## src/verilog/ff_pkg.sv

```systemverilog
// Shared widths, register map and trigger codes; CFG_DW must cover the widest register field
`default_nettype none

package ff_pkg;

   // Field widths
   localparam int LENGTH_WI = 20;  // Pulse length and internal counters
   localparam int DWI       = 18;  // Signed setpoint and output sample
   localparam int CFG_AW    = 3;
   localparam int CFG_DW    = 20;  // Length is the widest field

   // Register map, one field per address
   localparam logic [CFG_AW-1:0] ADDR_LENGTH    = CFG_AW'(0);
   localparam logic [CFG_AW-1:0] ADDR_SLEW      = CFG_AW'(1);
   localparam logic [CFG_AW-1:0] ADDR_SETP_X    = CFG_AW'(2);
   localparam logic [CFG_AW-1:0] ADDR_SETP_Y    = CFG_AW'(3);
   localparam logic [CFG_AW-1:0] ADDR_TRIG_MODE = CFG_AW'(4);
   localparam logic [CFG_AW-1:0] ADDR_SW_TRIG   = CFG_AW'(5);  // Write only, data ignored

   // Trigger source select
   localparam logic TRIG_SW  = 1'b0;  // Software strobe only
   localparam logic TRIG_EXT = 1'b1;  // External rising edge only

   // Cycles from accepted start until the length counter runs
   localparam int PIPE_LAT = 3;

endpackage

`default_nettype wire

```

## src/verilog/ff_drive_top.sv

```systemverilog
// Single RF channel drive; no readback and no DAC interface, outputs are raw signed samples
`default_nettype none

module ff_drive_top
   import ff_pkg::*;
(
   input  wire                   clk,
   input  wire                   rst_n,
   input  wire                   cfg_valid,
   output logic                  cfg_ready,
   input  wire  [CFG_AW-1:0]     cfg_addr,
   input  wire  [CFG_DW-1:0]     cfg_data,
   input  wire                   ext_trig,
   output logic                  busy,
   output logic signed [DWI-1:0] out_x,
   output logic signed [DWI-1:0] out_y
);

   logic [LENGTH_WI-1:0]  length;
   logic [DWI-2:0]        slew_limit;
   logic signed [DWI-1:0] setp_x;
   logic signed [DWI-1:0] setp_y;
   logic                  trig_mode;
   logic                  sw_trig;
   logic                  start;

   ff_settings settings (
      .clk        (clk),
      .rst_n      (rst_n),
      .cfg_valid  (cfg_valid),
      .cfg_ready  (cfg_ready),
      .cfg_addr   (cfg_addr),
      .cfg_data   (cfg_data),
      .busy       (busy),        // Write lockout
      .length     (length),
      .slew_limit (slew_limit),
      .setp_x     (setp_x),
      .setp_y     (setp_y),
      .trig_mode  (trig_mode),
      .sw_trig    (sw_trig)
   );

   ff_trigger trigger (
      .clk       (clk),
      .rst_n     (rst_n),
      .ext_trig  (ext_trig),
      .sw_trig   (sw_trig),
      .trig_mode (trig_mode),
      .start     (start)
   );

   ff_pulser pulser (
      .clk        (clk),
      .rst_n      (rst_n),
      .start      (start),
      .length     (length),
      .slew_limit (slew_limit),
      .setp_x     (setp_x),
      .setp_y     (setp_y),
      .busy       (busy),
      .out_x      (out_x),
      .out_y      (out_y)
   );

endmodule

`default_nettype wire

```

## src/verilog/ff_pulser.sv

```systemverilog
// Settings must hold during a pulse; slew nonzero, setpoints above the most negative code
`default_nettype none

module ff_pulser
   import ff_pkg::*;
(
   input  wire                    clk,
   input  wire                    rst_n,
   input  wire                    start,       // Ignored while a pulse runs
   input  wire  [LENGTH_WI-1:0]   length,      // Total length incl. rise and fall
   input  wire  [DWI-2:0]         slew_limit,  // Max step per cycle
   input  wire  signed [DWI-1:0]  setp_x,
   input  wire  signed [DWI-1:0]  setp_y,
   output logic                   busy,
   output logic signed [DWI-1:0]  out_x,
   output logic signed [DWI-1:0]  out_y
);

   logic                 start_g;
   logic                 start_dly;
   logic                 run;        // Length counter active
   logic                 pulse_end;
   logic [LENGTH_WI-1:0] len_cnt;
   logic [LENGTH_WI-1:0] rise_cnt;
   logic [LENGTH_WI-1:0] fall_t;     // Count at which the ramp-down begins
   logic                 fall;
   logic                 x_pos;
   logic                 y_pos;
   logic [DWI-2:0]       setp_x_mag;
   logic [DWI-2:0]       setp_y_mag;
   logic [DWI-1:0]       slew_w;
   logic [DWI-1:0]       setp_x_w;
   logic [DWI-1:0]       setp_y_w;
   logic [DWI-1:0]       x_next;     // Ramp accumulators, never negative
   logic [DWI-1:0]       y_next;
   logic                 x_hit;
   logic                 y_hit;
   logic [DWI-2:0]       x_mag;
   logic [DWI-2:0]       y_mag;
   logic                 x_railed;
   logic                 y_railed;
   logic                 x_railed_r;
   logic                 y_railed_r;
   logic [DWI-1:0]       out_x_abs;
   logic [DWI-1:0]       out_y_abs;
   logic [DWI-1:0]       setp_x_abs;
   logic [DWI-1:0]       setp_y_abs;

   assign start_g   = start && !busy;
   assign pulse_end = run && (len_cnt == length);

   // Start marker aligned with the ramp pipeline
   reg_delay #(
      .dw  (1),
      .len (PIPE_LAT)
   ) pipe_lat (
      .clk   (clk),
      .rst_n (rst_n),
      .gate  (1'b1),
      .clear (pulse_end),
      .din   (start_g),
      .dout  (start_dly)
   );

   always_ff @(posedge clk or negedge rst_n) begin
      if (!rst_n) begin
         busy     <= 1'b0;
         run      <= 1'b0;
         len_cnt  <= '0;
         rise_cnt <= '0;
         fall_t   <= '0;
         fall     <= 1'b0;
      end else begin
         if (start_g) begin
            busy     <= 1'b1;
            len_cnt  <= '0;
            rise_cnt <= '0;
            fall_t   <= '0;
            fall     <= 1'b0;
         end
         if (start_dly) run <= 1'b1;
         if (run) begin
            len_cnt <= len_cnt + 1'b1;
            if (pulse_end) begin  // Hard stop at the programmed length
               busy <= 1'b0;
               run  <= 1'b0;
            end
            if ((fall_t != '0) && (len_cnt == fall_t)) fall <= 1'b1;
            // Mirror the rise time at the end of the pulse
            if (x_railed_r && y_railed_r) begin
               fall_t <= length - rise_cnt - LENGTH_WI'(PIPE_LAT + 2);
            end else begin
               rise_cnt <= rise_cnt + 1'b1;
            end
         end
      end
   end

   assign x_pos = !setp_x[DWI-1];
   assign y_pos = !setp_y[DWI-1];

   always_ff @(posedge clk) begin
      setp_x_mag <= x_pos ? setp_x[DWI-2:0] : ~setp_x[DWI-2:0] + 1'b1;
      setp_y_mag <= y_pos ? setp_y[DWI-2:0] : ~setp_y[DWI-2:0] + 1'b1;
   end

   assign slew_w   = {1'b0, slew_limit};
   assign setp_x_w = {1'b0, setp_x_mag};
   assign setp_y_w = {1'b0, setp_y_mag};
   assign x_hit    = x_next >= setp_x_w;
   assign y_hit    = y_next >= setp_y_w;

   // Ramp accumulators step by the slew limit until railed
   always_ff @(posedge clk or negedge rst_n) begin
      if (!rst_n) begin
         x_next <= '0;
         y_next <= '0;
      end else if (busy) begin
         if (x_railed) x_next <= setp_x_w;
         else if (fall) x_next <= (x_next >= slew_w) ? x_next - slew_w : '0;
         else x_next <= x_next + slew_w;
         if (y_railed) y_next <= setp_y_w;
         else if (fall) y_next <= (y_next >= slew_w) ? y_next - slew_w : '0;
         else y_next <= y_next + slew_w;
      end else begin
         x_next <= '0;
         y_next <= '0;
      end
   end

   // Clamp at the setpoint on the way up
   always_ff @(posedge clk or negedge rst_n) begin
      if (!rst_n) begin
         x_railed   <= 1'b0;
         y_railed   <= 1'b0;
         x_railed_r <= 1'b0;
         y_railed_r <= 1'b0;
         x_mag      <= '0;
         y_mag      <= '0;
      end else if (busy) begin
         x_railed_r <= x_railed;  // Aligned with the length counter
         y_railed_r <= y_railed;
         if (!fall) begin
            x_railed <= x_hit;
            y_railed <= y_hit;
            x_mag    <= x_hit ? setp_x_mag : x_next[DWI-2:0];
            y_mag    <= y_hit ? setp_y_mag : y_next[DWI-2:0];
         end else begin
            x_railed <= 1'b0;
            y_railed <= 1'b0;
            x_mag    <= x_next[DWI-2:0];
            y_mag    <= y_next[DWI-2:0];
         end
      end else begin
         x_railed   <= 1'b0;
         y_railed   <= 1'b0;
         x_railed_r <= 1'b0;
         y_railed_r <= 1'b0;
         x_mag      <= '0;
         y_mag      <= '0;
      end
   end

   // Restore signs
   always_ff @(posedge clk or negedge rst_n) begin
      if (!rst_n) begin
         out_x <= '0;
         out_y <= '0;
      end else begin
         out_x <= x_pos ? $signed({1'b0, x_mag}) : -$signed({1'b0, x_mag});
         out_y <= y_pos ? $signed({1'b0, y_mag}) : -$signed({1'b0, y_mag});
      end
   end

   assign out_x_abs  = out_x[DWI-1] ? -out_x : out_x;
   assign out_y_abs  = out_y[DWI-1] ? -out_y : out_y;
   assign setp_x_abs = setp_x[DWI-1] ? -setp_x : setp_x;
   assign setp_y_abs = setp_y[DWI-1] ? -setp_y : setp_y;

   out_bounded: assert property (@(posedge clk) disable iff (!rst_n)
      busy |-> (out_x_abs <= setp_x_abs) && (out_y_abs <= setp_y_abs))
      else $error("ff_pulser: output magnitude above setpoint");

   busy_needs_start: assert property (@(posedge clk) disable iff (!rst_n)
      $rose(busy) |-> $past(start))
      else $error("ff_pulser: busy rose without a start");

endmodule

`default_nettype wire

```

## src/verilog/ff_settings.sv

```systemverilog
// Write-only register bank; writes to unused addresses are dropped, fields take the low data bits
`default_nettype none

module ff_settings
   import ff_pkg::*;
(
   input  wire                   clk,
   input  wire                   rst_n,
   input  wire                   cfg_valid,
   output logic                  cfg_ready,
   input  wire  [CFG_AW-1:0]     cfg_addr,
   input  wire  [CFG_DW-1:0]     cfg_data,
   input  wire                   busy,        // Pulse in progress
   output logic [LENGTH_WI-1:0]  length,
   output logic [DWI-2:0]        slew_limit,
   output logic signed [DWI-1:0] setp_x,
   output logic signed [DWI-1:0] setp_y,
   output logic                  trig_mode,
   output logic                  sw_trig
);

   logic ready_en;  // Set once reset is released
   logic wr_en;

   // Settings stay frozen for the whole pulse
   assign cfg_ready = ready_en && !busy;
   assign wr_en     = cfg_valid && cfg_ready;

   always_ff @(posedge clk or negedge rst_n) begin
      if (!rst_n) begin
         ready_en <= 1'b0;
      end else begin
         ready_en <= 1'b1;
      end
   end

   always_ff @(posedge clk or negedge rst_n) begin
      if (!rst_n) begin
         length     <= LENGTH_WI'(64);
         slew_limit <= (DWI-1)'(1);
         setp_x     <= '0;
         setp_y     <= '0;
         trig_mode  <= TRIG_SW;
      end else if (wr_en) begin
         case (cfg_addr)
            ADDR_LENGTH:    length     <= cfg_data[LENGTH_WI-1:0];
            ADDR_SLEW:      slew_limit <= cfg_data[DWI-2:0];
            ADDR_SETP_X:    setp_x     <= cfg_data[DWI-1:0];
            ADDR_SETP_Y:    setp_y     <= cfg_data[DWI-1:0];
            ADDR_TRIG_MODE: trig_mode  <= cfg_data[0];
            default: ;  // Software trigger and unused addresses
         endcase
      end
   end

   // One-cycle strobe per software trigger write
   always_ff @(posedge clk or negedge rst_n) begin
      if (!rst_n) begin
         sw_trig <= 1'b0;
      end else begin
         // Back-to-back writes give no second strobe
         sw_trig <= wr_en && (cfg_addr == ADDR_SW_TRIG) && !sw_trig;
      end
   end

endmodule

`default_nettype wire

```

## src/verilog/ff_trigger.sv

```systemverilog
// ext_trig may be asynchronous; only its rising edge counts, and trig_mode picks one source
`default_nettype none

module ff_trigger
   import ff_pkg::*;
(
   input  wire  clk,
   input  wire  rst_n,
   input  wire  ext_trig,   // Asynchronous external trigger
   input  wire  sw_trig,    // Strobe from the register bank
   input  wire  trig_mode,
   output logic start       // One-cycle start request
);

   logic ext_s1;
   logic ext_s2;
   logic ext_s3;    // Previous synchronized level
   logic ext_rise;

   // Two-flop synchronizer plus history for edge detect
   always_ff @(posedge clk or negedge rst_n) begin
      if (!rst_n) begin
         ext_s1 <= 1'b0;
         ext_s2 <= 1'b0;
         ext_s3 <= 1'b0;
      end else begin
         ext_s1 <= ext_trig;
         ext_s2 <= ext_s1;
         ext_s3 <= ext_s2;
      end
   end

   assign ext_rise = ext_s2 && !ext_s3;

   // Registered source select
   always_ff @(posedge clk or negedge rst_n) begin
      if (!rst_n) begin
         start <= 1'b0;
      end else if (trig_mode == TRIG_EXT) begin
         start <= ext_rise;
      end else begin
         start <= sw_trig;  // External edges ignored in software mode
      end
   end

   start_single: assert property (@(posedge clk) disable iff (!rst_n)
      start |=> !start)
      else $error("ff_trigger: start held for two cycles");

endmodule

`default_nettype wire

```

## src/verilog/reg_delay.sv

```systemverilog
// Generic delay line of len stages; clear takes priority over gate, and len must be at least 1
`default_nettype none

module reg_delay #(
   parameter int dw  = 1,
   parameter int len = 1
) (
   input  wire           clk,
   input  wire           rst_n,
   input  wire           gate,   // Shift enable
   input  wire           clear,  // Zeroes every stage
   input  wire  [dw-1:0] din,
   output logic [dw-1:0] dout
);

   logic [dw-1:0] stage [len];

   always_ff @(posedge clk or negedge rst_n) begin
      if (!rst_n) begin
         for (int i = 0; i < len; i++) begin
            stage[i] <= '0;
         end
      end else if (clear) begin
         for (int i = 0; i < len; i++) begin
            stage[i] <= '0;
         end
      end else if (gate) begin
         stage[0] <= din;
         for (int i = 1; i < len; i++) begin
            stage[i] <= stage[i-1];  // Oldest sample ends up at the top
         end
      end
   end

   assign dout = stage[len-1];

   len_min: assert property (@(posedge clk) len >= 1)
      else $error("reg_delay: len must be at least 1");

endmodule

`default_nettype wire
```

## config.mk

```make
export PLATFORM = sky130hd
export DESIGN_NAME = ff_drive_top
export DESIGN_NICKNAME = d
export VERILOG_FILES = /design/src/verilog/ff_pkg.sv /design/src/verilog/ff_drive_top.sv /design/src/verilog/ff_pulser.sv /design/src/verilog/ff_settings.sv /design/src/verilog/ff_trigger.sv /design/src/verilog/reg_delay.sv
export SDC_FILE = /design/constraint.sdc
export NUM_CORES = 1
export LEC_CHECK = 0
export ABC_AREA = 1
export BUFFER_PORTS_ARGS = -buffer_cell sky130_fd_sc_hd__clkbuf_2
export CORE_MARGIN = 4
export CORE_UTILIZATION = 49
export DETAILED_ROUTE_END_ITERATION = 8
export GPL_TIMING_DRIVEN = 0
export HOLD_SLACK_MARGIN = 0.02
export PLACE_DENSITY = 0.75
export SYNTH_ARGS = -nofsm -noshare
export SYNTH_HDL_FRONTEND = slang
export SYNTH_HIERARCHICAL = 1
export SYNTH_SLANG_ARGS = --single-unit
```

## constraint.sdc

```tcl
create_clock -name clk -period 2.6 [get_ports clk]
set_clock_uncertainty 0.1 [all_clocks]
set_input_delay 0.26 -clock clk [delete_from_list [all_inputs] [get_ports clk]]
set_output_delay 0.26 -clock clk [all_outputs]
set_load 0.005 [all_outputs]
```

# After elaboration in Yosys (flattened, before gate mapping)
# Index checks and enable logic that the tools add are counted.
dict set report op_classes {
  addsub 12
  n_mux 43
  n_bitwise 2
  reduce_logical 20
  magnitude_cmp 4
  n_eq_ne 7
}
# op count
set ops {}
lappend ops {{18-bit 2-to-1 mux} 10}
lappend ops {{20-bit 2-to-1 mux} 8}
lappend ops {{17-bit 2-to-1 mux} 8}
lappend ops {{18-bit by 17-bit greater-or-equal comparator with 1-bit output} 4}
lappend ops {{20-bit by 1-bit adder with 20-bit output (second input constant)} 2}
lappend ops {{20-bit == test} 2}
lappend ops {{18-bit by 17-bit adder with 18-bit output} 2}
lappend ops {{17-bit negation with 18-bit output} 2}
lappend ops {{18-bit by 17-bit subtractor with 18-bit output} 2}
lappend ops {{17-bit by 1-bit adder with 17-bit output (second input constant)} 2}
lappend ops {{17-bit NOT} 2}
lappend ops {{20-bit nonzero test} 1}
lappend ops {{20-bit subtractor} 1}
lappend ops {{20-bit by 3-bit subtractor with 20-bit output (second input constant)} 1}
lappend ops {{1-bit 2-to-1 mux} 16}
lappend ops {{2-bit AND reduction} 5}
lappend ops {{1-bit logical AND} 9}
lappend ops {{3-bit by 2-bit == test with 1-bit output (second input constant)} 2}
lappend ops {{3-bit == test (second input constant)} 2}
lappend ops {{3-bit by 1-bit == test with 1-bit output (second input constant)} 1}
lappend ops {{1-bit logical NOT} 3}
lappend ops {{3-bit logical NOT} 1}
lappend ops {{3-bit 2-to-1 mux} 1}
lappend ops {{2-bit nonzero test} 1}
dict set report word_totals {
  regBits 290
  elab_cells 120
  inputBits 27
  output_inout_bits 38
}

# Logic depth before layout (Yosys ltp)
# Gate-level depths: netlist (run 1).
dict set report logic_depth {
  depth_word 5
  mapped_depth 16
  mapped_depth_nobuf 16
}

# Cells and area by module
# Netlist (run 1), hierarchy kept.
# mod n_inst area_per_inst_um2 cells_each seq_area_each_um2
set by_module_without_submodules {}
lappend by_module_without_submodules {ff_pulser 1 16767.3 2510 5009.8}
lappend by_module_without_submodules {ff_settings 1 3040.4 341 1904.3}
lappend by_module_without_submodules {reg_delay 1 122.6 14 75.1}
lappend by_module_without_submodules {ff_trigger 1 120.1 9 100.1}

# Worst setup path after synthesis (run 1)
# OpenSTA, ideal clock, no wires.
dict set report synth_path {
  path_kind {reg-to-reg}
  from {reg pulser.rise_cnt[1]}
  to {reg pulser.fall_t[13]}
  setup_ps 136
  path_stages_with_launch 15
  setup_slack_ps 337
  t_required_ps 2364
  synth_period_minus_slack_ps 2263
  path_buffers 0
  t_arrival_ps 2027
  path_cell_list {dfrtp_1 -> inv_1 -> ha_1 -> ha_1 -> fa_1 -> nand3_1 -> nand3_1 -> nand3_1 -> nand2_1 -> nand2_1 -> nand2_1 -> nand2_1 -> nand3_1 -> nand2_1 -> o21ai_0}
}
dict set report synth_between {
  elab_chain_cells 4
}
# element line
set synth_rtl {}
lappend synth_rtl {{start, declared} ff_pulser.sv:24} ;# logic [LENGTH_WI-1:0] rise_cnt;
lappend synth_rtl {{start signal, assigned} ff_pulser.sv:93} ;# rise_cnt <= rise_cnt + 1'b1;
lappend synth_rtl {{20-bit subtractor} ff_pulser.sv:91} ;# fall_t <= length - rise_cnt - LENGTH_WI'(PIPE_LAT + 2);
lappend synth_rtl {{20-bit by 3-bit subtractor with 20-bit output} ff_pulser.sv:91}
lappend synth_rtl {{20-bit 2-to-1 mux} ff_pulser.sv:90} ;# if (x_railed_r && y_railed_r) begin
lappend synth_rtl {{20-bit 2-to-1 mux} ff_pulser.sv:82} ;# if (run) begin
lappend synth_rtl {{end signal, assigned} ff_pulser.sv:91}
lappend synth_rtl {{end, declared} ff_pulser.sv:25} ;# logic [LENGTH_WI-1:0] fall_t;
# Every way passes these cells.
# A chain may end at the register's enable or synchronous reset.

# Worst setup path after layout (run 1)
dict set report layout_path {
  from {reg settings.slew_limit[13]}
  to {reg pulser.y_next[13]}
}
dict set report layout_between {
  elab_chain_cells 5
  elab_cells_between_ends 7
  classes_between {add/sub (2); order compare (1); mux (4)}
}
# element line
set layout_rtl {}
lappend layout_rtl {{start, declared} ff_settings.sv:15} ;# output logic [DWI-2:0] slew_limit,
lappend layout_rtl {{start signal, assigned} ff_settings.sv:40} ;# slew_limit <= (DWI-1)'(1);
lappend layout_rtl {{start signal, assigned} ff_settings.sv:47} ;# ADDR_SLEW: slew_limit <= cfg_data[DWI-2:0];
lappend layout_rtl {{18-bit by 17-bit subtractor with 18-bit output / 18-bit by 17-bit greater-or-equal comparator with 1-bit output (equally long branches)} ff_pulser.sv:123} ;# else if (fall) y_next <= (y_next >= slew_w) ? y_next - slew_w : '0;
lappend layout_rtl {{18-bit 2-to-1 mux} ff_pulser.sv:123}
lappend layout_rtl {{18-bit 2-to-1 mux (*)} ff_pulser.sv:123}
lappend layout_rtl {{18-bit 2-to-1 mux (*)} ff_pulser.sv:122} ;# if (y_railed) y_next <= setp_y_w;
lappend layout_rtl {{18-bit 2-to-1 mux (*)} ff_pulser.sv:118} ;# end else if (busy) begin
lappend layout_rtl {{end signal, assigned} ff_pulser.sv:122}
lappend layout_rtl {{end signal, assigned} ff_pulser.sv:123}
lappend layout_rtl {{end signal, assigned} ff_pulser.sv:124} ;# else y_next <= y_next + slew_w;
lappend layout_rtl {{end, declared} ff_pulser.sv:35} ;# logic [DWI-1:0] y_next;
# Mark *: on every way between the ends. The rest lies on a longest branch, timed or not.

==> reports/metrics.cfg, run 1 <==
[synthesis]
syn_area_per_cell_um2=6.98
synth.area.top_cells=dfrtp_1 32%, nand2_1 17%, ha_1 9.0%, inv_1 7.7%, nand3_1 6.2%
synth-seq-cells=290
ys_seq_area_frac=0.354
syn_inst=2874
synth_warnings=6
yosys_most_used_dff=dfrtp_1
synth_edf_count=0
synth_top_area_frac=0.317
synth_area_mm2=0.0201
synthArstFlopShare=0.883
yosysTopAreaCell=dfrtp_1
synth_cell_types=56

[cts]
cts_buffers=31
root_buffer=clkbuf_16
clk_path_buf_depth=3
h-tree-depth=1
clkTransAtPathRegs_ns=0.06
insertion_delay_ns=0.57
cts_sinks=290
cts_tree=built

[grt]
busiest_layer=met2
grt_pass1_vias=18700
grt_pass1_wl_um=98800
use_met3=0.0368
use_met2=0.449
grtUsageTotal=0.278
use_met1=0.367
antenna_found_initial=2
overflow=0
grt_max_degree=122

[hold_path]
hold_end=settings/setp_x[1]
hold_class=input port to register
hold_depth=5
min-delay-start=cfg_addr[1]

[placed_design]
dp_cells=3468
hpwl_um=48900
post_dp_cell_area_mm2=0.0211
port-buffer-count=64
dp_slack_ns=-0.209
place_congestion=1.03

[floorplanning]
fp-row-count=73
die_w_um=210
coreArea_mm2=0.0401
die_y_um=210
initial_core_util=0.500
die_area_mm2=0.0442
io_pins=65

[worst_setup_path]
critPathArrivalTime_ns=2.89
r2r_cells=16
r2r_start=settings/slew_limit[13]
rr_endpoint=pulser/y_next[13]
end_kind=register
cp-start-kind=register
critPathRequiredTime_ns=2.94
crit_type=register to register
r2r_slack_ns=0.06
worstPathMaxFanout=10

[power]
total_power_mw=30.8
powerDensity_mw_per_mm2=1360
ir_worst_vdd_mv=0.579
power_leakage_nw=12.1

[flow_run]
cap_violations=0

[cells_and_area]
antenna_cells=0
area_growth_pct=13.1
fin_util=0.565
drive_gt1_frac=0.0945
fill_cells=3742
stdcell_count=3563
finish.instance_area_mm2=0.0227
layout_commonest_cell=nand2_1
nets=3191
final_cell_mix=878 x nand2_1, 411 x inv_1, 244 x nand3_1

[route]
vias=19400
routed_wl_um=62800
postRouteAntennaNets=0
drt-wirelength-per-cell_um=17.6
drtIter0Drc=1952
firstDrtPassIters=5
viasPerCell=5.46
drc=0

[timing]
tightest_slew_ns=0.861
period_needed_ns=2.54
slew_viol_final=0
timing.final.crit_share=0.978
max_slew_margin=0.426
setup_viol=0
tns_ns=0
rsz0062_at_grt=true
fmax_mhz=393
setup_ws_ns=0.0564
whs_ns=0.0583
final_hold_viol_count=0

[outcome]
outcome=finished clean

[worst max path at each step]
stage	from	end	depth (start not counted)
after floorplan	pulser/rise_cnt[1]	pulser/fall_t[13]	14
after global placement	rst_n	pulser/out_y[6]	1
after detailed placement	settings/slew_limit[1]	pulser/x_next[7]	13
after CTS	pulser/rise_cnt[1]	pulser/fall_t[13]	14
after global routing	settings/length[6]	pulser/fall_t[13]	14
final	settings/slew_limit[13]	pulser/y_next[13]	16
[critical path, stage by stage (launching register included)]
cell and delay [ns]:
dfrtp_2 0.47, inv_1 0.18, ha_1 0.25, buf_2 0.19
nand2_2 0.14, inv_1 0.05, nand2_1 0.06, nand2_1 0.06
nand2_1 0.06, nand2_1 0.05, nor2_1 0.14, nand3_1 0.11
nand2_2 0.13, inv_4 0.07, buf_6 0.15, nand3_1 0.15
nand2_1 0.08
[power breakdown]
group / switching (mW) / total (mW) / internal, mW
clock network: 1.88 / 4.51 / 2.63
logic: 12.0 / 18.3 / 6.35
registers: 1.72 / 8.00 / 6.27
[routing by layer]
layer	routed length [um]	up-vias
li1	-	9388
met5	16	-
met1	25900	9033
met4	3750	4
met2	28600	805
met3	4540	211
[sequential cells by signal, summed over array words and instances (netlist names), 2 cells and up]
signal and flops:
settings/length 20, pulser/pipe_lat/stage 2, pulser/setp_y_mag 17, pulser/fall_t 20, pulser/x_next 18, pulser/y_mag 17
pulser/y_next 18, pulser/out_x 18, pulser/len_cnt 20, settings/slew_limit 17, pulser/rise_cnt 20, pulser/x_mag 17
settings/setp_x 18, pulser/setp_x_mag 17, settings/setp_y 18, pulser/out_y 18
[final cells by class]
class | count | area, um^2 | area share
inverters | 429 | 1620 | 0.0715
well taps | 525 | 657 | 0.0290
plain buffers | 80 | 483 | 0.0213
repair buffers | 104 | 747 | 0.0329
flip-flops and latches | 290 | 7110 | 0.314
clock inverters | 18 | 184 | 0.00811
multi-input cells | 2078 | 11000 | 0.486
clock buffers | 39 | 856 | 0.0377
[synthesized netlist by cell type (11+ instances only)]
library cell  instances
a21oi_1             128
buf_2                26
buf_4                11
buf_6                14
clkbuf_1             22
dfrtp_1             254
dfxtp_1              34
ha_1                145
inv_1               413
nand2_1             882
nand3_1             248
nand4_1              29
nor2_1              240
nor3_1               42
nor4_1               11
o21ai_0             126
o21bai_1             12
o22ai_1              17
xnor2_1              26
xor2_1               64
[timing repair]
| item | 4_1_cts | 5_1_grt |
|---|---|---|
| endpoints found under the setup margin | 14 | 44 |
| buffers inserted | 1 | 11 |
| hold endpoints to repair | 330 | 0 |
| pin swaps | 0 | 2 |
| hold buffers | 26 | 0 |
| gates resized for setup | 10 | 51 |
| gates cloned | 0 | 0 |
[cells by family after synthesis]
group,synth area share
buf+inv,0.104
xor+xnor,0.0393
fa+ha+maj,0.0955
simple gates,0.316
other cells,0.000375
compound gates,0.0905
flops,0.354
(Power assumes the default switching activity.)
==> inputs of run 2 (changes only) <==
clock period = 2.49 ns   (was 2.6 ns; I/O delays follow)
==> run 2 against run 1 <==
Effect of this change:
- the run now ends with setup timing left
- clock power up 4%
- non-clock buffer count up 21
- combinational power up 8%
- hold slack worse by 0.0094 ns
- global-route usage up 0.060 points
- routed wire length up 1.0%
- cell area up 1.4%
- utilization up 0.76 points
- sequential power up 4.3%
- fmax up 1.4%
- critical path type unchanged
- largest cell class unchanged
- largest power group unchanged
==> reports/metrics.cfg, run 2 (same netlist as run 1, synthesis figures left out) <==
[floorplanning]
die_y_um=210
die_w_um=210
initial_core_util=0.500
io_pins=65
coreArea_mm2=0.0401
fp-row-count=73
die_area_mm2=0.0442

[worst_setup_path]
worstPathMaxFanout=5
r2r_start=settings/slew_limit[1]
critPathArrivalTime_ns=2.86
crit_type=register to register
r2r_slack_ns=-0.02
cp-start-kind=register
crit_start=settings/slew_limit[1]
end_kind=register
critPathRequiredTime_ns=2.85

[grt]
grt_pass1_wl_um=99000
antenna_found_initial=1
grt_max_degree=122
grtUsageTotal=0.278
overflow=0
grt_pass1_vias=18700

[timing]
setup_ws_ns=-0.0184
period_needed_ns=2.51
max_slew_margin=0.427
final_hold_viol_count=0
fmax_mhz=399
tightest_slew_ns=0.857
slew_viol_final=0
setup_viol=2
whs_ns=0.0490
timing.final.crit_share=1.01
rsz0062_at_grt=true

[cts]
cts_tree=built
root_buffer=clkbuf_16
cts_buffers=31
clkTransAtPathRegs_ns=0.06
insertion_delay_ns=0.57
h-tree-depth=1
clk_path_buf_depth=3
cts_sinks=290

[route]
firstDrtPassIters=6
drtIter0Drc=1966
route.met3.wl_um=4670
drt-wirelength-per-cell_um=17.7
postRouteAntennaNets=0
maxUsedRoutingLayer=met5
wl_met1_um=26000
routed-wl-met2_um=28900
vias=19600
viasPerCell=5.48
routed_wl_um=63400
drc=0

[cells_and_area]
area_growth_pct=14.6
layout_commonest_cell=nand2_1
nets=3212
fill_cells=3719
finish.instance_area_mm2=0.0230
drive_gt1_frac=0.113
antenna_cells=0
final_cell_mix=874 x nand2_1, 404 x inv_1, 240 x nand3_1

[placed_design]
port-buffer-count=64
hpwl_um=48900
post_dp_cell_area_mm2=0.0211
place_congestion=1.03

[power]
p_sw_mw=16.5
combPwrFrac=0.603
seq_power_share=0.254
p_int_mw=16.3
clock_power_share=0.143
power_leakage_nw=12.3
powerDensity_mw_per_mm2=1430
p_sw_frac=0.503
ir_worst_vdd_mv=0.598

[flow_run]
cap_violations=0

[hold_path]
hold_class=input port to register
min-delay-start=cfg_addr[1]

[outcome]
violations=setup timing
outcome=complete, but fails checks

## run 2: what timing repair did
action,4_1_cts,5_1_grt
buffers inserted,5,28
hold endpoints to repair,330,0
cloned,0,0
hold buffers,26,0
gates resized for setup,35,82
setup endpoints to repair,44,41
pin swaps,2,11
## run 2: worst paths after layout
check | cells past startpoint | to
worst min register to register | 0 | trigger/ext_s2
min in group asynchronous | 3 | pulser/fall_t[12]
worst min-delay path | 5 | settings/setp_y[5]
max in group asynchronous | 3 | pulser/len_cnt[18]
worst max-delay path | 12 | pulser/x_next[8]
worst max register to register | 12 | pulser/x_next[8]
## run 2: area by class of cell
class,count,area (um^2),share of cell area
buffer,80,503,0.0219
clock buffer,39,856,0.0372
clock inverter,18,184,0.00800
inverter,429,1620,0.0703
multi-input combinational,2078,11200,0.486
sequential,290,7110,0.309
tap,525,657,0.0286
timing repair buffer,125,892,0.0388
## run 2: worst max-delay path, stage by stage (launching register included)
cell	delay, ns
dfrtp_2	0.53
clkinvlp_4	0.22
buf_4	0.18
fa_2	0.41
inv_2	0.07
nand2_1	0.05
nand2_1	0.09
nand2_1	0.07
nand2_2	0.10
o21ai_0	0.11
or2_2	0.30
nand3_2	0.10
nand2_1	0.06
## run 2: routing by layer
layer,global-route usage,up-vias
met4,0.142,2
met2,0.451,814
li1,-,9429
met3,0.0380,224
met1,0.368,9154
met5,0,-
## run 2: stage by stage
step	total power, mW	util	setup WS (ns)	cells	TNS, ns
after floorplan	21.0	-	0.227	2877	0
after global placement	26.1	0.525	-4.06	3466	-1024.64
after detailed placement	26.6	0.526	-0.319	3468	-3.97
after CTS	31.6	0.562	-0.00299	3556	-0.00299
after global routing	35.7	0.573	-0.0996	3584	-0.317
final	32.8	0.573	-0.0184	3584	-0.0346
## run 2: power by group through the flow
stage / sequential, mW / clock, mW / combinational (mW)
after global routing: 8.48 / 5.01 / 22.2
after global placement: 8.27 / 0 / 17.9
after floorplan: 7.64 / 0 / 13.4
after detailed placement: 8.33 / 0 / 18.2
final: 8.34 / 4.70 / 19.8
after CTS: 8.27 / 4.79 / 18.6
